--- src/mu_cfg.svh ---
`ifndef MU_CFG_SVH
`define MU_CFG_SVH

// Configuration record
`define MU_HDR_BYTES        16
`define MU_SIG0             8'h4D   // "M"
`define MU_SIG1             8'h53   // "S"
`define MU_SIG2             8'h58   // "X"

`define MU_BYTE_TYPE        3       // Type hi nibble, slot/subslot lo nibble
`define MU_BYTE_DATA_ID     4       // Data id, or expander/MSX type for config
`define MU_BYTE_SIZE_HI     5
`define MU_BYTE_SIZE_LO     6
`define MU_BYTE_DEVICE      7
`define MU_BYTE_MAPPER      8
`define MU_BYTE_MODE        9
`define MU_BYTE_PARAM       10
`define MU_BYTE_PATTERN     11

`define MU_BLOCK_SHIFT      14      // 16 KB units
`define MU_KBD_BYTES        512

// Table sizes and cleared codes
`define MU_SLOT_ENTRIES     64
`define MU_LOOKUP_ENTRIES   16
`define MU_MAPPER_UNUSED    8'hFF
`define MU_DEVICE_NONE      8'h00

`endif
--- src/mu_pkg.sv ---
package mu_pkg;

   typedef logic [7:0]  byte_t;
   typedef logic [27:0] ddr_addr_t;
   typedef logic [26:0] ram_addr_t;
   typedef logic [24:0] data_size_t;
   typedef logic [5:0]  block_idx_t;   // Slot, subslot, block
   typedef logic [3:0]  ref_ram_t;
   typedef logic [8:0]  kbd_addr_t;

   typedef enum logic [3:0] {
      CONFIG_SLOT_INTERNAL = 4'd5,
      CONFIG_KBD_LAYOUT    = 4'd6,
      CONFIG_CONFIG        = 4'd7
   } config_typ_t;

   typedef enum logic [7:0] {
      ROM_NONE = 8'd0,
      ROM_ROM  = 8'd1,
      ROM_RAM  = 8'd2
   } data_id_t;

   typedef enum logic [2:0] {
      PAT_DDR     = 3'd0,
      PAT_FF      = 3'd1,
      PAT_00      = 3'd2,
      PAT_CHECK_A = 3'd3,
      PAT_CHECK_B = 3'd4
   } fill_pat_t;

   typedef enum logic [3:0] {
      ST_IDLE, ST_CLEAN, ST_READ_HDR, ST_READ_BYTE, ST_CHECK,
      ST_ALLOC, ST_FILL_RAM, ST_STORE, ST_FILL_KBD
   } upload_state_t;

endpackage

--- src/fill_pattern.sv ---
`timescale 1ns/1ns

module fill_pattern (
   input  mu_pkg::fill_pat_t pattern,
   input  mu_pkg::ram_addr_t ram_addr,
   input  mu_pkg::ram_addr_t region_start,
   input  mu_pkg::byte_t     ddr_data,
   output mu_pkg::byte_t     ram_din
);

   mu_pkg::ram_addr_t offs;
   logic [8:0]        pos;

   assign offs = ram_addr - region_start;
   assign pos  = offs[8:0];   // Position within a 512 byte period

   always_comb begin
      case (pattern)
         mu_pkg::PAT_DDR:     ram_din = ddr_data;
         mu_pkg::PAT_FF:      ram_din = 8'hFF;
         mu_pkg::PAT_00:      ram_din = 8'h00;
         mu_pkg::PAT_CHECK_A: ram_din = (pos[8] == ~pos[1]) ? 8'hFF : 8'h00;
         mu_pkg::PAT_CHECK_B: ram_din = (pos[8] != pos[0]) ? 8'hFF : 8'h00;
         default:             ram_din = 8'hFF;
      endcase
   end

endmodule

--- config.mk ---
export PLATFORM = sky130hd
export DESIGN_NAME = fill_pattern
export DESIGN_NICKNAME = d
export VERILOG_FILES = /design/src/mu_cfg.svh /design/src/mu_pkg.sv /design/src/fill_pattern.sv
export SDC_FILE = /design/constraint.sdc
export NUM_CORES = 1
export LEC_CHECK = 0
export ABC_CLOCK_PERIOD_IN_PS = 3300
export BUFFER_PORTS_ARGS = -buffer_cell sky130_fd_sc_hd__buf_2
export CORE_MARGIN = 10
export CORE_UTILIZATION = 24
export DETAILED_ROUTE_END_ITERATION = 6
export PLACE_DENSITY = 0.76
export SYNTH_ARGS = -nofsm -noshare
export SYNTH_HDL_FRONTEND = slang
export SYNTH_SLANG_ARGS = --single-unit
--- constraint.sdc ---
create_clock -name vclk -period 3.3
set_clock_uncertainty 0.2 [all_clocks]
set_input_delay 0.825 -clock vclk [all_inputs]
set_output_delay 0.825 -clock vclk [all_outputs]
set_load 0.01 [all_outputs]
==> results.json <==
{
  "p_leak_nw": 0.352,
  "hpwl_mm": 1.17,
  "syn_to_final_growth_pct": 82.3,
  "final-setup-viol-count": 8,
  "vdd_drop_max_uv": 76.8,
  "grt_pass1_vias": 531,
  "grt_pass1_wl_mm": 2.06,
  "initial_core_util_pct": 25.1,
  "cp-end-kind": "output port",
  "synth_top_cell_area_share_pct": 23.4,
  "relSlewSlack_pct": 71.0,
  "nFillCells": 149,
  "die_w_um": 59.5,
  "worstPathRequired_ns": 2.27,
  "arrival_ns": 2.68,
  "vias": 504,
  "dieArea_sq_um": 3540,
  "ios": 73,
  "grt_overflow_total": 0,
  "fp.dieH_um": 59.5,
  "synth_warnings": 0,
  "track_usage_pct": 6.62,
  "vias_per_cell": 4.54,
  "final_layout_size_suffix_gt1_share_pct": 58.9,
  "seq_cells": 0,
  "fmax_mhz": 270,
  "syn_inst": 55,
  "min_period_over_period_pct": 112,
  "worst_pin_slew_ns": 0.431,
  "worst_slack_ns": -0.402,
  "slew_viol_final": 0,
  "rsz0062_at_grt": "yes",
  "rows": 14,
  "synthTopCellsByCount": "a21oi_1, inv_1, nor3_1, ha_1, nand2_1",
  "dr.first_iter.drc_count": 8,
  "post-route-min-period_ns": 3.70,
  "ys_seq_area_share_pct": 0,
  "pre_cts_ws_ns": -0.589,
  "antenna_found_initial": 0,
  "hold_class": "in -> out",
  "status": "finished with violations",
  "cp-start-kind": "primary input",
  "crit_path_max_fanout": 8,
  "gp_congestion": 0.717,
  "synth_nets": 128,
  "clock_buffer_count": 0,
  "finalWirelength_mm": 1.20,
  "synthMostInstantiatedCell": "a21oi_1",
  "core_sq_um": 1490,
  "regArea_sq_um": 0,
  "grt_start_max_net_pins": 10,
  "fin_util_pct": 45.8,
  "power_density_nw_per_um2": 180,
  "dr.pass1.iters": 2,
  "critPathKind": "in -> out",
  "routedWlPerCell_um": 10.8,
  "fin_nets": 170,
  "violations": "negative setup slack",
  "port_buffers": 37,
  "netlist-cell-type-count": 20,
  "yosys.area.top_type": "ha_1",
  "synth_area_sq_um": 374,
  "total_power_uw": 123,
  "syn_area_per_cell_sq_um": 6.80,
  "maxCapViolCount": 0,
  "multi_input_area_sq_um": 379,
  "finalHoldViolCount": 0,
  "drc_errors": 0,
  "ant_nets": 0,
  "num_antenna_cells": 0,
  "synthTopCellsByArea": "ha_1, a21oi_1, nor3_1"
}
[per-layer routing]
| layer | global-route usage [%] | up-vias | wire (um) |
|---|---|---|---|
| li1 | - | 271 | - |
| met4 | 0 | 0 | 0 |
| met3 | 4.29 | 0 | 259 |
| met5 | 0 | - | 0 |
| met2 | 10.5 | 31 | 501 |
| met1 | 7.66 | 202 | 443 |
[critical path, stage by stage]
cell and delay [ns]:
buf_8 0.11, inv_12 0.04, ha_4 0.11, inv_2 0.03
fa_2 0.53, xnor2_2 0.07, or3_4 0.40, a211oi_4 0.21
buf_6 0.16, nor3_1 0.06, buf_2 0.13
[power breakdown]
| group | switching [mW] | internal (mW) |
|---|---|---|
| clock | 0 | 0 |
| combinational | 0.0586 | 0.0642 |
| sequential | 0 | 0 |
| total | 0.0586 | 0.0642 |
[per-stage QoR]
stage	setup TNS, ns	instance area, sq um	hold slack [ns]	instances
after floorplan	-1.53	417	1.64	55
after global placement	-4.35	626	1.82	108
after detailed placement	-4.58	626	1.83	108
after CTS	-3.61	673	1.83	111
after global routing	-3.61	682	1.87	111
final	-3.17	682	1.82	111
[worst paths after layout]
check,cells after the start,startpoint,slack [ns],to
max,11,ram_addr[0],-0.40,ram_din[0]
min,4,ddr_data[1],1.82,ram_din[1]
[layout make-up]
class	instances	share of cell area (%)
inverters	10	7.34
well taps	16	2.94
repair buffers	41	34.1
multi-input cells	44	55.6
[cell families (layout without fill, tap and decap cells)]
group | after synthesis | after routing | share of synthesized area (%)
compound gates | 16 | 16 | 27.4
xor+xnor | 3 | 3 | 9.03
fa+ha+maj | 8 | 8 | 28.8
buf+inv | 11 | 51 | 11.0
simple gates | 17 | 17 | 23.7
[timing repair]
action,in CTS,in global routing
gates cloned,0,0
buffers inserted,3,0
endpoints found under the setup margin,8,8
resized for setup,6,3
hold buffers,0,0
pin swaps,6,3
endpoints found under the hold margin,0,0
[cell usage in the layout, fill, tap and decap left out, types with 2 or more instances in the layout]
cell / instances
buf_2: 36
a21oi_1: 10
inv_1: 7
nor3_1: 6
ha_1: 6
nand2_1: 3
nor2_1: 2
nor3_2: 2
buf_6: 2
buf_4: 2
(Power assumes the default switching activity.)
