<file path="src/mu_cfg.svh">
`ifndef MU_CFG_SVH
`define MU_CFG_SVH

// Configuration record
`define MU_HDR_BYTES        16
`define MU_SIG0             8'h4D   // "M"
`define MU_SIG1             8'h53   // "S"
`define MU_SIG2             8'h58   // "X"

`define MU_BYTE_TYPE        3       // Type hi nibble, slot/subslot lo nibble
`define MU_BYTE_DATA_ID     4       // Data id, or expander/MSX type for config
`define MU_BYTE_SIZE_HI     5
`define MU_BYTE_SIZE_LO     6
`define MU_BYTE_DEVICE      7
`define MU_BYTE_MAPPER      8
`define MU_BYTE_MODE        9
`define MU_BYTE_PARAM       10
`define MU_BYTE_PATTERN     11

`define MU_BLOCK_SHIFT      14      // 16 KB units
`define MU_KBD_BYTES        512

// Table sizes and cleared codes
`define MU_SLOT_ENTRIES     64
`define MU_LOOKUP_ENTRIES   16
`define MU_MAPPER_UNUSED    8'hFF
`define MU_DEVICE_NONE      8'h00

`endif
</file>
<file path="src/mu_pkg.sv">
package mu_pkg;

   typedef logic [7:0]  byte_t;
   typedef logic [27:0] ddr_addr_t;
   typedef logic [26:0] ram_addr_t;
   typedef logic [24:0] data_size_t;
   typedef logic [5:0]  block_idx_t;   // Slot, subslot, block
   typedef logic [3:0]  ref_ram_t;
   typedef logic [8:0]  kbd_addr_t;

   typedef enum logic [3:0] {
      CONFIG_SLOT_INTERNAL = 4'd5,
      CONFIG_KBD_LAYOUT    = 4'd6,
      CONFIG_CONFIG        = 4'd7
   } config_typ_t;

   typedef enum logic [7:0] {
      ROM_NONE = 8'd0,
      ROM_ROM  = 8'd1,
      ROM_RAM  = 8'd2
   } data_id_t;

   typedef enum logic [2:0] {
      PAT_DDR     = 3'd0,
      PAT_FF      = 3'd1,
      PAT_00      = 3'd2,
      PAT_CHECK_A = 3'd3,
      PAT_CHECK_B = 3'd4
   } fill_pat_t;

   typedef enum logic [3:0] {
      ST_IDLE, ST_CLEAN, ST_READ_HDR, ST_READ_BYTE, ST_CHECK,
      ST_ALLOC, ST_FILL_RAM, ST_STORE, ST_FILL_KBD
   } upload_state_t;

endpackage

</file>
<file path="src/upload_trigger.sv">
`timescale 1ns/1ns

module upload_trigger (
   input  logic              clk,
   input  logic              rst_n,
   input  logic              ioctl_download,
   input  logic [15:0]       ioctl_index,
   input  mu_pkg::ram_addr_t ioctl_addr,
   input  logic              reload,
   output logic              load,
   output mu_pkg::ddr_addr_t image_size
);

   logic download_last;
   logic image_done;

   // Download of the configuration image just ended
   assign image_done = download_last & ~ioctl_download & (ioctl_index[5:0] == 6'd1);

   always_ff @(posedge clk or negedge rst_n) begin
      if (!rst_n) begin
         download_last <= 1'b0;
         load          <= 1'b0;
      end else begin
         download_last <= ioctl_download;
         load          <= reload | image_done;
      end
   end

   always_ff @(posedge clk) begin
      if (image_done) image_size <= mu_pkg::ddr_addr_t'(ioctl_addr);   // Final byte count
   end

endmodule

</file>
<file path="config.mk">
export PLATFORM = sky130hd
export DESIGN_NAME = upload_trigger
export DESIGN_NICKNAME = d
export VERILOG_FILES = /design/src/mu_cfg.svh /design/src/mu_pkg.sv /design/src/upload_trigger.sv
export SDC_FILE = /design/constraint.sdc
export NUM_CORES = 1
export LEC_CHECK = 0
export BUFFER_PORTS_ARGS = -buffer_cell sky130_fd_sc_hd__buf_2
export CAP_MARGIN = 5
export CORE_MARGIN = 5
export CORE_UTILIZATION = 37
export DETAILED_ROUTE_END_ITERATION = 10
export GPL_TIMING_DRIVEN = 0
export HOLD_SLACK_MARGIN = 0.15
export PLACE_DENSITY = 0.78
export REMOVE_ABC_BUFFERS = 1
export SYNTH_ARGS = -nofsm -noshare
export SYNTH_HDL_FRONTEND = slang
export SYNTH_SLANG_ARGS = --single-unit
</file>
<file path="constraint.sdc">
create_clock -name clk -period 2.7 [get_ports clk]
set_clock_uncertainty 0.2 [all_clocks]
set_input_delay 0.135 -clock clk [delete_from_list [all_inputs] [get_ports clk]]
set_output_delay 0.135 -clock clk [all_outputs]
set_load 0.1 [all_outputs]
</file>
==> impl_metrics.csv <==
group,metric,value,unit
finish,post-route-util,70.09,%
finish,design_area,1689,µm²
power,leakage,0.7191,nW
drt,detail-route-antenna-nets,0,
timing,hold_viol_final,0,
clocking,insertion_delay,0.32,ns
drt,wl_per_cell,15.36,µm
finish,antenna_cells,0,
timing,setup-violations-final,0,
global_route,grt_start_max_net_pins,15,
worst_setup_path,cp_slowest_cell,"nor2_2",
floorplan,fp.dieH,59.48,µm
clocking,clk_pin_slew,0.10,ns
timing,tightest_slew,0.6712,ns
worst_setup_path,required,2.53,ns
timing,fin_ws,0.4996,ns
drt,drc,0,
power,p_total,948.0,µW
flow_run,drv_cap,0,
floorplan,io-pin-count,76,
logic_synthesis,yosys_warnings,0,
worst_setup_path,cp-start-kind,"primary input",
power,powerDensity,561.2,nW/µm²
finish,nNetsFinal,186,
placed_design,pre_cts_ws,0.5750,ns
drt,vias,739,
floorplan,start_util,37.59,%
timing,max_freq,454.5,MHz
worst_setup_path,cp-end-kind,"flop",
clocking,clock_sinks,29,
placed_design,hpwl,1498,µm
floorplan,dieWidth,59.48,µm
logic_synthesis,syn_inst,35,
worst_setup_path,worstSetupPathType,"primary input to flop",
status,status,"complete, no violations",
timing,fin_crit,2.200,ns
finish,fin_cells,170,
drt,wirelength,2612,µm
logic_synthesis,synth_cell_types,8,
logic_synthesis,ys_seq_elements,29,
placed_design,gp_congestion,0.6749,
floorplan,fp.coreArea,2410,µm²
timing,rsz0062_at_grt,"no",
global_route,grt_usage,17.03,%
worst_setup_path,crit_family,"simple AND/OR/NAND/NOR gates",
global_route,first_global_vias,837,
clocking,cts_buffers,5,
global_route,overflow,0,
drt,vias_per_cell,4.347,
finish,final_layout_size_suffix_gt1_share,52.86,%
timing,finalCritPeriodShare,81.49,%
logic_synthesis,synth.avg_cell_area,25.88,µm²
timing,timing.slew.headroom,55.20,%
worst_setup_path,path_cells,"dlygate4sd3_1, buf_2, or4_1, nor2_2, buf_8",
timing,finalMaxSlewViolations,0,
worst_setup_path,path_buf_inv,3,
worst_setup_path,cp.arrival,2.03,ns
placed_design,placed_cells,129,
worst_setup_path,critical-path-max-stage-delay,0.55,ns
logic_synthesis,synth_area,905.9,µm²
floorplan,dieArea,3538,µm²
clocking,clockBufferDepth,2,
global_route,grt_pass1_wl,4043,µm
timing,fin_tns_setup,0,ns
clocking,cts_htree_levels,2,
worst_setup_path,critPathMaxFanout,14,
drt,drt-initial-drc-count,13,
clocking,clock-root-buffer,"clkbuf_4",
clocking,cts_tree,"done",
finish,syn2layout_area_growth,86.46,%
timing,timing.hold.ws,0.1669,ns
placed_design,port_buffers,64,
power,peakVddDrop,0.0005417,V
placed_design,placed_area,1274,µm²
logic_synthesis,yosysSeqAreaShare,95.03,%
worst_hold_path,hold_path_class,"primary input to flop",
floorplan,num_rows,18,
global_route,antenna_found_initial,0,
drt,dr.pass1.iters,3,
-- cells in the final DEF (no fill, tap or decap), drive strengths merged --
cell | synthesis | layout
dlygate4sd3 | 0 | 33
buf | 1 | 65
o21bai | 1 | 1
nor2 | 1 | 1
dfrtp | 2 | 2
clkbuf | 0 | 7
or4 | 1 | 1
nand4bb | 1 | 1
bufinv | 0 | 1
edfxtp | 27 | 27
conb | 1 | 1
-- per-layer routing --
metal  GRT usage (%)  wire length, µm
met1           15.83              837
met2           29.49             1349
met3           10.02              381
met4           7.767               42
met5               0                0
-- registers in the layout (all words and copies together), names as in the netlist --
signal,count
download_last,1
load,1
image_size,27
-- final timing paths --
| path | startpoint | end | slack, ns | cells after the start |
|---|---|---|---|---|
| setup / recovery | ioctl_index[4] | image_size[8]$_DFFE_PP_ | 0.50 | 5 |
| hold / removal | ioctl_index[3] | image_size[4]$_DFFE_PP_ | 0.17 | 3 |
| setup reg to reg | download_last$_DFF_PN0_ | image_size[8]$_DFFE_PP_ | 0.85 | 3 |
| hold reg to reg | download_last$_DFF_PN0_ | image_size[4]$_DFFE_PP_ | 0.70 | 2 |
| max in group asynchronous | rst_n | download_last$_DFF_PN0_ | 1.67 | 3 |
| min in group asynchronous | rst_n | load$_DFF_PN0_ | 0.49 | 3 |
-- power by group --
group	total [mW]	internal (mW)	switching, mW
registers	0.494	0.493	0.000936
logic	0.0869	0.0518	0.0351
clock network	0.367	0.221	0.146
total	0.948	0.766	0.182
-- synthesized netlist by cell type --
master | instances | area [µm²]
conb_1 | 1 | 3.750
edfxtp_1 | 27 | 810.8
nand4bb_1 | 1 | 11.26
nor2_1 | 1 | 3.750
o21bai_2 | 1 | 11.26
or4_1 | 1 | 7.510
buf_4 | 1 | 7.510
dfrtp_1 | 2 | 50.05
-- worst min-delay path: cells and delay by family --
| family | cells | cell delay, ns |
|---|---|---|
| and+or+nand+nor | 2 | 0.29 |
| buffers and inverters | 1 | 0.07 |
-- final cells by class --
cell class / instances / area [µm²]
Tap cell: 30 / 37.54
Clock buffer: 7 / 55.05
Fill cell: 160 / 720.7
Sequential cell: 29 / 860.8
Clock inverter: 1 / 30.03
Multi-Input combinational cell: 5 / 40.04
Timing Repair Buffer: 98 / 665.6
-- kinds of logic after synthesis --
family          Yosys count  share of synthesized area [%]
other cells               1                         0.4140
flops                    29                          95.03
simple gates              3                          2.486
compound gates            1                          1.243
buf+inv                   1                         0.8290
-- repair_timing --
action | in CTS | in global routing
endpoints found under the hold margin | 34 | 0
hold buffers | 33 | 0
gates resized for setup | 0 | 0
buffers inserted | 0 | 0
(Power assumes the default switching activity.)
