File: src/mu_cfg.svh
`ifndef MU_CFG_SVH
`define MU_CFG_SVH

// Configuration record
`define MU_HDR_BYTES        16
`define MU_SIG0             8'h4D   // "M"
`define MU_SIG1             8'h53   // "S"
`define MU_SIG2             8'h58   // "X"

`define MU_BYTE_TYPE        3       // Type hi nibble, slot/subslot lo nibble
`define MU_BYTE_DATA_ID     4       // Data id, or expander/MSX type for config
`define MU_BYTE_SIZE_HI     5
`define MU_BYTE_SIZE_LO     6
`define MU_BYTE_DEVICE      7
`define MU_BYTE_MAPPER      8
`define MU_BYTE_MODE        9
`define MU_BYTE_PARAM       10
`define MU_BYTE_PATTERN     11

`define MU_BLOCK_SHIFT      14      // 16 KB units
`define MU_KBD_BYTES        512

// Table sizes and cleared codes
`define MU_SLOT_ENTRIES     64
`define MU_LOOKUP_ENTRIES   16
`define MU_MAPPER_UNUSED    8'hFF
`define MU_DEVICE_NONE      8'h00

`endif
File: src/mu_pkg.sv
package mu_pkg;

   typedef logic [7:0]  byte_t;
   typedef logic [27:0] ddr_addr_t;
   typedef logic [26:0] ram_addr_t;
   typedef logic [24:0] data_size_t;
   typedef logic [5:0]  block_idx_t;   // Slot, subslot, block
   typedef logic [3:0]  ref_ram_t;
   typedef logic [8:0]  kbd_addr_t;

   typedef enum logic [3:0] {
      CONFIG_SLOT_INTERNAL = 4'd5,
      CONFIG_KBD_LAYOUT    = 4'd6,
      CONFIG_CONFIG        = 4'd7
   } config_typ_t;

   typedef enum logic [7:0] {
      ROM_NONE = 8'd0,
      ROM_ROM  = 8'd1,
      ROM_RAM  = 8'd2
   } data_id_t;

   typedef enum logic [2:0] {
      PAT_DDR     = 3'd0,
      PAT_FF      = 3'd1,
      PAT_00      = 3'd2,
      PAT_CHECK_A = 3'd3,
      PAT_CHECK_B = 3'd4
   } fill_pat_t;

   typedef enum logic [3:0] {
      ST_IDLE, ST_CLEAN, ST_READ_HDR, ST_READ_BYTE, ST_CHECK,
      ST_ALLOC, ST_FILL_RAM, ST_STORE, ST_FILL_KBD
   } upload_state_t;

endpackage

File: src/upload_sequencer.sv
`timescale 1ns/1ns
`include "mu_cfg.svh"

module upload_sequencer (
   input  logic               clk,
   input  logic               rst_n,
   input  logic               load,
   input  mu_pkg::ddr_addr_t  image_size,
   input  mu_pkg::byte_t      ddr3_dout,
   input  logic               ddr3_ready,
   input  logic               sdram_ready,
   input  mu_pkg::ref_ram_t   lookup_idx,
   output mu_pkg::ddr_addr_t  ddr3_addr,
   output logic               ddr3_rd,
   output mu_pkg::ram_addr_t  ram_addr,
   output logic               ram_ce,
   output mu_pkg::fill_pat_t  pattern,
   output mu_pkg::ram_addr_t  region_start,
   output logic               kbd_request,
   output mu_pkg::kbd_addr_t  kbd_addr,
   output mu_pkg::byte_t      kbd_din,
   output logic               kbd_we,
   output logic               clean_stb,
   output mu_pkg::block_idx_t clean_idx,
   output logic               store_stb,
   output logic [3:0]         slot_sub,
   output mu_pkg::byte_t      mode,
   output mu_pkg::byte_t      param,
   output mu_pkg::byte_t      mapper,
   output mu_pkg::byte_t      device,
   output mu_pkg::ref_ram_t   ref_ram,
   output logic               rom_none,
   output mu_pkg::ram_addr_t  lookup_addr,
   output logic [15:0]        lookup_size,
   output logic               lookup_ro,
   output mu_pkg::byte_t      bios_ram_size,
   output logic [3:0]         bios_expander_en,
   output logic [1:0]         bios_msx_typ,
   output logic               reset_rq
);

   mu_pkg::upload_state_t state;
   mu_pkg::byte_t         hdr [`MU_HDR_BYTES];
   logic [3:0]            hdr_idx;
   logic                  step;
   logic                  sig_ok;
   mu_pkg::data_id_t      data_id;
   logic [10:0]           rec_units;
   mu_pkg::data_size_t    rec_size;
   mu_pkg::data_size_t    remain;
   mu_pkg::ram_addr_t     lu_addr [`MU_LOOKUP_ENTRIES];
   logic [15:0]           lu_size [`MU_LOOKUP_ENTRIES];
   logic                  lu_ro   [`MU_LOOKUP_ENTRIES];

   assign step      = ddr3_ready & ~ddr3_rd;   // DDR3 idle, byte on ddr3_dout
   assign sig_ok    = {hdr[0], hdr[1], hdr[2]} == {`MU_SIG0, `MU_SIG1, `MU_SIG2};
   assign data_id   = mu_pkg::data_id_t'(hdr[`MU_BYTE_DATA_ID]);
   assign rec_units = {hdr[`MU_BYTE_SIZE_HI][2:0], hdr[`MU_BYTE_SIZE_LO]};
   assign rec_size  = mu_pkg::data_size_t'(rec_units) << `MU_BLOCK_SHIFT;

   assign slot_sub  = hdr[`MU_BYTE_TYPE][3:0];
   assign mode      = hdr[`MU_BYTE_MODE];
   assign param     = hdr[`MU_BYTE_PARAM];
   assign mapper    = hdr[`MU_BYTE_MAPPER];
   assign device    = hdr[`MU_BYTE_DEVICE];
   assign rom_none  = data_id == mu_pkg::ROM_NONE;

   assign clean_stb = (state == mu_pkg::ST_CLEAN) & step;
   assign store_stb = (state == mu_pkg::ST_STORE) & step;
   assign reset_rq  = state != mu_pkg::ST_IDLE;

   assign lookup_addr = lu_addr[lookup_idx];
   assign lookup_size = lu_size[lookup_idx];
   assign lookup_ro   = lu_ro[lookup_idx];

   always_ff @(posedge clk) begin
      if (state == mu_pkg::ST_READ_BYTE && step && !load) hdr[hdr_idx] <= ddr3_dout;
   end

   always_ff @(posedge clk or negedge rst_n) begin
      if (!rst_n) begin
         state            <= mu_pkg::ST_IDLE;
         ddr3_addr        <= '0;
         ddr3_rd          <= 1'b0;
         ram_addr         <= '0;
         ram_ce           <= 1'b0;
         pattern          <= mu_pkg::PAT_DDR;
         region_start     <= '0;
         kbd_request      <= 1'b0;
         kbd_addr         <= '0;
         kbd_din          <= '0;
         kbd_we           <= 1'b0;
         clean_idx        <= '0;
         hdr_idx          <= '0;
         remain           <= '0;
         ref_ram          <= '0;
         bios_ram_size    <= '0;
         bios_expander_en <= '0;
         bios_msx_typ     <= '0;
         for (int i = 0; i < `MU_LOOKUP_ENTRIES; i++) begin
            lu_addr[i] <= '0;
            lu_size[i] <= '0;
            lu_ro[i]   <= 1'b0;
         end
      end else begin
         if (ram_ce) begin
            ram_ce   <= 1'b0;
            ram_addr <= ram_addr + 1'b1;
         end
         if (kbd_we) begin
            kbd_we   <= 1'b0;
            kbd_addr <= kbd_addr + 1'b1;
            if (kbd_addr == 9'(`MU_KBD_BYTES - 1)) kbd_request <= 1'b0;
         end
         if (ddr3_ready & ddr3_rd) begin   // Read accepted
            ddr3_rd   <= 1'b0;
            ddr3_addr <= ddr3_addr + 1'b1;
         end
         if (load) begin
            state         <= mu_pkg::ST_CLEAN;
            ddr3_addr     <= '0;
            ddr3_rd       <= 1'b0;
            ram_addr      <= '0;
            ram_ce        <= 1'b0;
            kbd_request   <= 1'b0;
            kbd_we        <= 1'b0;
            clean_idx     <= '0;
            ref_ram       <= '0;
            bios_ram_size <= '0;
         end else if (step) begin
            case (state)
               mu_pkg::ST_CLEAN: begin
                  clean_idx <= clean_idx + 1'b1;
                  if (clean_idx == 6'(`MU_SLOT_ENTRIES - 1)) state <= mu_pkg::ST_READ_HDR;
               end
               mu_pkg::ST_READ_HDR: begin
                  if (ddr3_addr >= image_size) begin
                     state <= mu_pkg::ST_IDLE;   // Image done
                  end else begin
                     ddr3_rd <= 1'b1;
                     hdr_idx <= '0;
                     state   <= mu_pkg::ST_READ_BYTE;
                  end
               end
               mu_pkg::ST_READ_BYTE: begin
                  hdr_idx <= hdr_idx + 1'b1;
                  if (hdr_idx == 4'(`MU_HDR_BYTES - 1)) state <= mu_pkg::ST_CHECK;
                  else ddr3_rd <= 1'b1;
               end
               mu_pkg::ST_CHECK: begin
                  state <= mu_pkg::ST_READ_HDR;   // Bad signature skips the record
                  if (sig_ok) begin
                     case (mu_pkg::config_typ_t'(hdr[`MU_BYTE_TYPE][7:4]))
                        mu_pkg::CONFIG_CONFIG: begin
                           bios_expander_en <= hdr[`MU_BYTE_DATA_ID][3:0];
                           bios_msx_typ     <= hdr[`MU_BYTE_DATA_ID][5:4];
                        end
                        mu_pkg::CONFIG_KBD_LAYOUT: begin
                           kbd_addr    <= '0;
                           kbd_request <= 1'b1;
                           ddr3_rd     <= 1'b1;   // Prefetch
                           state       <= mu_pkg::ST_FILL_KBD;
                        end
                        mu_pkg::CONFIG_SLOT_INTERNAL: begin
                           state <= mu_pkg::ST_ALLOC;
                           if (data_id == mu_pkg::ROM_RAM &&
                               bios_ram_size < hdr[`MU_BYTE_SIZE_LO])
                              bios_ram_size <= hdr[`MU_BYTE_SIZE_LO];
                        end
                        default: ;
                     endcase
                  end
               end
               mu_pkg::ST_ALLOC: begin
                  state <= mu_pkg::ST_STORE;
                  if (rec_size != '0) begin
                     lu_addr[ref_ram] <= ram_addr;
                     lu_size[ref_ram] <= 16'(rec_units);
                     lu_ro[ref_ram]   <= data_id == mu_pkg::ROM_ROM;
                     region_start     <= ram_addr;
                     remain           <= rec_size;
                     state            <= mu_pkg::ST_FILL_RAM;
                     if (data_id == mu_pkg::ROM_ROM) begin
                        pattern <= mu_pkg::PAT_DDR;
                        ddr3_rd <= 1'b1;   // Prefetch
                     end else begin
                        pattern <= mu_pkg::fill_pat_t'(hdr[`MU_BYTE_PATTERN][2:0]);
                     end
                  end
               end
               mu_pkg::ST_FILL_RAM: begin
                  if (sdram_ready & ~ram_ce) begin
                     ram_ce <= 1'b1;
                     remain <= remain - 1'b1;
                     if (remain == mu_pkg::data_size_t'(1)) state <= mu_pkg::ST_STORE;
                     else if (data_id == mu_pkg::ROM_ROM) ddr3_rd <= 1'b1;
                  end
               end
               mu_pkg::ST_STORE: begin
                  ref_ram <= ref_ram + 4'(rec_size != '0);   // Next lookup entry if one was used
                  state   <= mu_pkg::ST_READ_HDR;
               end
               mu_pkg::ST_FILL_KBD: begin
                  kbd_din <= ddr3_dout;
                  kbd_we  <= 1'b1;
                  if (kbd_addr == 9'(`MU_KBD_BYTES - 1)) state <= mu_pkg::ST_READ_HDR;
                  else ddr3_rd <= 1'b1;
               end
               default: ;
            endcase
         end
      end
   end

endmodule

File: config.mk
export PLATFORM = sky130hd
export DESIGN_NAME = upload_sequencer
export DESIGN_NICKNAME = d
export VERILOG_FILES = /design/src/mu_pkg.sv /design/src/upload_sequencer.sv
export VERILOG_INCLUDE_DIRS = /design/src
export SDC_FILE = /design/constraint.sdc
export NUM_CORES = 1
export LEC_CHECK = 0
export ABC_AREA = 0
export BUFFER_PORTS_ARGS = -buffer_cell sky130_fd_sc_hd__buf_2
export CAP_MARGIN = 0
export CORE_ASPECT_RATIO = 1.2
export CORE_MARGIN = 2
export CORE_UTILIZATION = 28
export CTS_BUF_LIST = sky130_fd_sc_hd__clkbuf_2 sky130_fd_sc_hd__clkbuf_4 sky130_fd_sc_hd__clkbuf_8
export DETAILED_ROUTE_END_ITERATION = 10
export SETUP_SLACK_MARGIN = 0.4
export SYNTH_ARGS = -nofsm -noshare
export SYNTH_HDL_FRONTEND = slang
export SYNTH_SLANG_ARGS = --single-unit
File: constraint.sdc
create_clock -name clk -period 2.9 [get_ports clk]
set_clock_uncertainty 0.05 [all_clocks]
set_input_delay 0.145 -clock clk [delete_from_list [all_inputs] [get_ports clk]]
set_output_delay 0.145 -clock clk [all_outputs]
set_load 0.05 [all_outputs]
==> summary.txt, run 1 <==
Synth
  – Post-Synthesis Cells: 2863
  – Mapped Area: 39200 µm²
  – Syn avg cell area: 13.7 µm²
  – Yosys cell types: 74
  – Area leader, netlist: dfrtp_1
  – Register area share after synthesis: 56.9%
  – FF+latch count, synth: 873
  – Fraction of registers with async set/reset: 90.1%
  – EDFF count, synth: 86
  – Largest cells by area after synthesis: dfrtp_1 50%, mux2_2 14%, mux4_2 11%
  – Main flop type after synthesis: dfrtp_1
  – List of most frequent post-synthesis cells: 787 x dfrtp_1, 479 x mux2_2, 292 x nand2_1
  – Top-count cell post-synth: dfrtp_1
  – Yosys warns: 0
  – Post-synth top area share: 50.3%

Timing
  – RSZ-0062 raised after global routing: yes
  – Hold Vio Cnt, Final: 0
  – Min Tclk post-route: 2.73 ns
  – Setup slack after layout: 0.174 ns
  – Min Hold Slack: 0.174 ns
  – Fin. max-slew vios: 0
  – Fmax: 367 MHz
  – Actual slew at the worst max-slew pin: 0.739 ns
  – Slew margin rel.: 50.6%
  – Final setup viols: 0
  – Final setup TNS: 0 ns
  – Period utilization: 94.0%

Clocking
  – Root Buffer: clkbuf_8
  – CTS tree: done
  – Clk buf depth: 3
  – # H-tree levels: 4
  – Clk_lat worst skew: 0.86 ns
  – TritonCTS buffer count: 152
  – Clock sinks: 873
  – Reg clk slew, reported paths: 0.06 ns

Drt
  – Via count of the routed design: 25.0k
  – Vias per inst: 4.80
  – Final WL: 109 mm
  – DRT antenna net count: 0
  – DRC: 0
  – DRT Pass-1 Iters: 5
  – Initial DRC count: 1373
  – WL/cell: 20.9 µm

Status
  – Outcome: complete, no violations

Critical path
  – Kind of critical path: reg -> out
  – Critical Path Start Type: flop
  – Critical path data required time: 2.71 ns
  – Critical path peak fanout: 2
  – Arr. time, crit path: 2.53 ns
  – CP Capture Type: output pin

Finish
  – Filler Cell Count: 13.5k
  – Final Net Count: 3369
  – Share of layout cells above drive strength 1: 44.5%
  – Area delta synth->final: 23.5%

Die
  – Starting density of the core: 28.2%
  – CORE AREA: 139000 µm²
  – Vert. Die Dim: 414 µm
  – Ports: 259
  – Die Width: 345 µm
  – DIE AREA: 143000 µm²
  – Row cnt: 150

Global routing
  – Initial antenna violation count: 3
  – Pin count of the biggest net entering global routing: 71
  – Total grt overflow: 0
  – Vias in the first global route: 26.3k
  – Total track usage: 15.2%
  – Global-route wire length before repair: 166 mm

Placement
  – Pre-CTS setup slack: 0.225 ns
  – Gpl congestion: 0.807
  – Port Buf Inserts: 253
  – Dpl hpwl: 70.2 mm

Power and ir drop
  – Psw: 0.00598 W
  – Pwr dens: 526 nW/µm²
  – Maximum vdd ir drop: 305 µV
  – Seq pwr share: 48.8%
  – Clock share of power: 47.8%
  – Combinational share of power: 3.5%
  – Leakage: 22.7 nW
  – Net Sw Frac: 23.5%
  – Power Internal: 0.0194 W

Min path
  – Hold WC Path Type: in -> async

Flow run
  – Max Cap Violations: 0
layout make-up:
type	instances	area, µm²	area share (%)
diodes	3	7.51	0.0155
clock buffers	228	2890	5.97
clock inverters	39	395	0.817
inverters	57	218	0.450
multi-input cells	1706	16200	33.6
flip-flops and latches	873	22300	46.1
well taps	1824	2280	4.72
repair buffers	486	4040	8.35
what timing repair did:
action / 4_1_cts / 5_1_grt
endpoints found under the setup margin: 358 / 335
hold endpoints to repair: 930 / 0
resized for setup: 106 / 53
gates cloned: 2 / 2
pin swaps: 13 / 21
hold buffers: 15 / 0
buffers inserted: 13 / 30
logic make-up (layout without fill, tap and decap cells):
group | after synthesis | after routing | share of synthesized area [%]
AO/OA/AOI/OAI | 255 | 255 | 3.58
adder cells (fa/ha/maj) | 48 | 48 | 1.53
flip-flops | 873 | 873 | 56.9
AND/OR/NAND/NOR | 621 | 622 | 7.44
other | 1 | 8 | 0.00957
buffers and inverters | 289 | 810 | 3.17
multiplexers | 706 | 706 | 25.8
XOR/XNOR | 70 | 70 | 1.56
path summary, 6_finish.rpt:
| kind | startpoint | endpoint | slack (ns) | cells past startpoint |
|---|---|---|---|---|
| worst max-delay path | lu_size[1] | lookup_size[1] | 0.17 | 3 |
| max in group asynchronous | rst_n | lu_size[213] | 2.12 | 3 |
| worst max register to register | remain[9] | remain[21] | 0.35 | 7 |
| worst min register to register | region_start[11] | region_start[11] | 0.42 | 2 |
| worst min-delay path | rst_n | kbd_din[2] | 0.17 | 3 |
| min in group clk | ddr3_dout[2] | kbd_din[2] | 0.20 | 4 |
metrics by stage:
stage          instances  cell area, µm²  util (%)  power (W)
2_1_floorplan       2867           39300         -     0.0130
5_1_grt             5216           48400      34.8     0.0264
4_1_cts             5181           47800      34.4     0.0258
6_report            5216           48400      34.8     0.0254
3_3_place_gp        4884           43800      31.5     0.0135
3_5_place_dp        4884           43800      31.5     0.0135
placed cells by master (no fill, tap or decap), types with 86 or more instances in the layout:
cell type / n
buf_2: 206
buf_4: 164
clkbuf_8: 188
dfrtp_1: 767
edfxtp_1: 86
mux2_2: 478
mux4_2: 195
nand2_1: 291
nor2_1: 126
o21ai_0: 173
state kept, by name, summed over array words and instances, names as in the netlist, 2 cells and up:
signal / flops
lu_addr: 432
lu_size: 176
hdr: 86
ddr3_addr: 28
ram_addr: 27
region_start: 27
remain: 25
lu_ro: 16
kbd_addr: 9
bios_ram_size: 8
kbd_din: 8
clean_idx: 6
bios_expander_en: 4
hdr_idx: 4
ref_ram: 4
state: 4
pattern: 3
bios_msx_typ: 2
power by group through the flow:
stage	Sequential (W)	Combinational [W]	Clock, W
6_report	0.0124	0.000880	0.0121
2_1_floorplan	0.0126	0.000343	0
5_1_grt	0.0124	0.000979	0.0131
3_3_place_gp	0.0126	0.000861	0
3_5_place_dp	0.0126	0.000867	0
4_1_cts	0.0124	0.000899	0.0125
worst max-delay path: stages, from the launching register on:
cell and delay (ns):
dfrtp_1 0.38, mux4_2 0.48, mux4_2 0.62, buf_6 0.21
routing by layer:
layer | share of wire, % | vias to the layer above | global-route usage (%)
met5 | 0 | - | 0
met1 | 43 | 13200 | 18.9
met3 | 5.2 | 152 | 3.62
met2 | 50 | 535 | 26.3
li1 | - | 11200 | -
met4 | 1.9 | 0 | 4.45
No activity file was read; power rests on OpenSTA's default activity.
==> run 2: changes to the inputs <==
- CELL_PAD_IN_SITES_DETAIL_PLACEMENT: default -> 1
- CELL_PAD_IN_SITES_GLOBAL_PLACEMENT: default -> 2
- PLACE_DENSITY_LB_ADDON: default -> 0.1
==> summary.txt, run 2 (synthesized netlist as in run 1, its figures left out) <==
Flow run
  – Max Cap Violations: 0

Timing
  – Actual slew at the worst max-slew pin: 1.10 ns
  – Min Tclk post-route: 2.75 ns
  – Fmax: 364 MHz
  – Slew margin rel.: 26.8%
  – Period utilization: 94.8%
  – Hold Vio Cnt, Final: 0
  – Setup slack after layout: 0.151 ns
  – Final setup viols: 0
  – RSZ-0062 raised after global routing: yes
  – Final setup TNS: 0 ns
  – Fin. max-slew vios: 0

Finish
  – Filler Cell Count: 14.5k
  – Area delta synth->final: 27.2%
  – Max reg flops: 432
  – Biggest regs: lu_addr (432), lu_size (176), hdr (86)
  – Largest Register: lu_addr
  – Final Net Count: 3437
  – Share of layout cells above drive strength 1: 46.5%
  – Most common cell after layout, fill and taps aside: dfrtp_1
  – Fin util: 35.8%
  – Commonest cells after routing, fill and taps aside: 765 x dfrtp_1, 412 x mux2_2, 289 x nand2_1

Die
  – Vert. Die Dim: 414 µm
  – Ports: 259
  – Die Width: 345 µm
  – Starting density of the core: 28.2%
  – DIE AREA: 143000 µm²
  – Row cnt: 150
  – CORE AREA: 139000 µm²

Power and ir drop
  – Net Sw Frac: 24.0%
  – Combinational share of power: 3.7%
  – Psw: 0.00623 W
  – Pwr dens: 520 nW/µm²
  – Leakage: 23.4 nW
  – Maximum vdd ir drop: 437 µV
  – Seq pwr share: 47.9%
  – Clock share of power: 48.4%
  – Power Internal: 0.0197 W

Critical path
  – Critical path data required time: 2.71 ns
  – CP Capture Type: output pin
  – Crit path from: lu_size[9]
  – Kind of critical path: reg -> out
  – Critical path peak fanout: 2
  – Arr. time, crit path: 2.55 ns
  – Worst r2r src: ddr3_rd
  – Critical Path Start Type: flop

Min path
  – Hold WC Path Type: in -> reg
  – Hold_sp: ddr3_dout[6]

Clocking
  – # H-tree levels: 4
  – Reg clk slew, reported paths: 0.06 ns
  – CTS tree: done
  – Root Buffer: clkbuf_8
  – TritonCTS buffer count: 160
  – Clk_lat worst skew: 0.89 ns
  – Clock sinks: 873
  – Clk buf depth: 3

Global routing
  – Pin count of the biggest net entering global routing: 79
  – Initial antenna violation count: 2
  – Total grt overflow: 0
  – Total track usage: 18.5%
  – Global-route wire length before repair: 197 mm
  – Vias in the first global route: 29.6k

Placement
  – Dpl hpwl: 81.7 mm
  – Pre-CTS setup slack: 0.115 ns
  – Port Buf Inserts: 253
  – Gpl congestion: 0.773

Drt
  – Final WL: 136 mm
  – WL/cell: 25.8 µm
  – Via count of the routed design: 26.0k
  – DRT Pass-1 Iters: 7
  – DRC: 0
  – Vias per inst: 4.91
  – Met3 WL: 5.17 mm
  – Initial DRC count: 1155
  – DRT antenna net count: 0
  – Met2 WL: 71.5 mm
  – Top Layer Used: met4
  – Wire length on met1: 56.0 mm

Status
  – Outcome: complete, no violations
[run 2: cell count changes in the layout (fill, tap and decap cells not counted), sizes merged, moves of 2 or more]
cell and change:
clkinv -3, clkbuf +37, bufinv -3, buf +51, diode -2
[run 2: worst paths after layout]
check,end,slack (ns),cells after the start
max reg2reg,lu_size[16],0.31,9
max in group asynchronous,lu_addr[137],2.17,4
min reg2reg,region_start[5],0.42,2
min in group asynchronous,lu_addr[423],0.16,3
min,kbd_din[6],0.12,4
max,lookup_size[9],0.15,3
[run 2: layout make-up]
class | count | area (µm²) | area share [%]
timing repair buffer | 547 | 4980 | 10.0
antenna | 1 | 2.50 | 0.00502
tap | 1824 | 2280 | 4.58
sequential | 873 | 22300 | 44.8
clock inverter | 32 | 258 | 0.517
multi-input combinational | 1705 | 16600 | 33.4
inverter | 57 | 214 | 0.429
clock buffer | 253 | 3140 | 6.31
[run 2: repair_timing]
| item | in CTS | in global routing |
|---|---|---|
| endpoints found under the setup margin | 218 | 360 |
| pin swaps | 24 | 37 |
| gates cloned | 5 | 18 |
| buffers inserted | 28 | 52 |
| endpoints found under the hold margin | 934 | 0 |
| hold buffers | 14 | 0 |
| resized for setup | 125 | 164 |
[run 2: power by group through the flow]
stage | registers (W) | logic [W] | clock network [W]
6_report | 0.0124 | 0.000957 | 0.0126
5_1_grt | 0.0124 | 0.00105 | 0.0136
4_1_cts | 0.0124 | 0.000978 | 0.0131
3_5_place_dp | 0.0126 | 0.000938 | 0
3_3_place_gp | 0.0126 | 0.000919 | 0
2_1_floorplan | 0.0126 | 0.000343 | 0
[run 2: critical path, stage by stage, from the launching register on]
cell and delay, ns:
dfrtp_1 0.38, mux4_2 0.48, mux4_2 0.61, buf_6 0.21
[run 2: stage by stage]
| step | total power, W | hold WS (ns) | cell area [µm²] | cells |
|---|---|---|---|---|
| 2_1_floorplan | 0.0130 | -0.201 | 39300 | 2867 |
| 3_3_place_gp | 0.0135 | 0.211 | 43900 | 4889 |
| 3_5_place_dp | 0.0136 | 0.223 | 43900 | 4889 |
| 4_1_cts | 0.0265 | 0.0273 | 48300 | 5221 |
| 5_1_grt | 0.0271 | 0.103 | 49800 | 5292 |
| 6_report | 0.0259 | 0.118 | 49800 | 5292 |
[run 2: routing by layer]
| metal | track usage [%] | vias up |
|---|---|---|
| li1 | - | 11300 |
| met1 | 22.0 | 14000 |
| met2 | 33.4 | 521 |
| met3 | 3.51 | 228 |
| met4 | 6.58 | 0 |
| met5 | 0 | - |
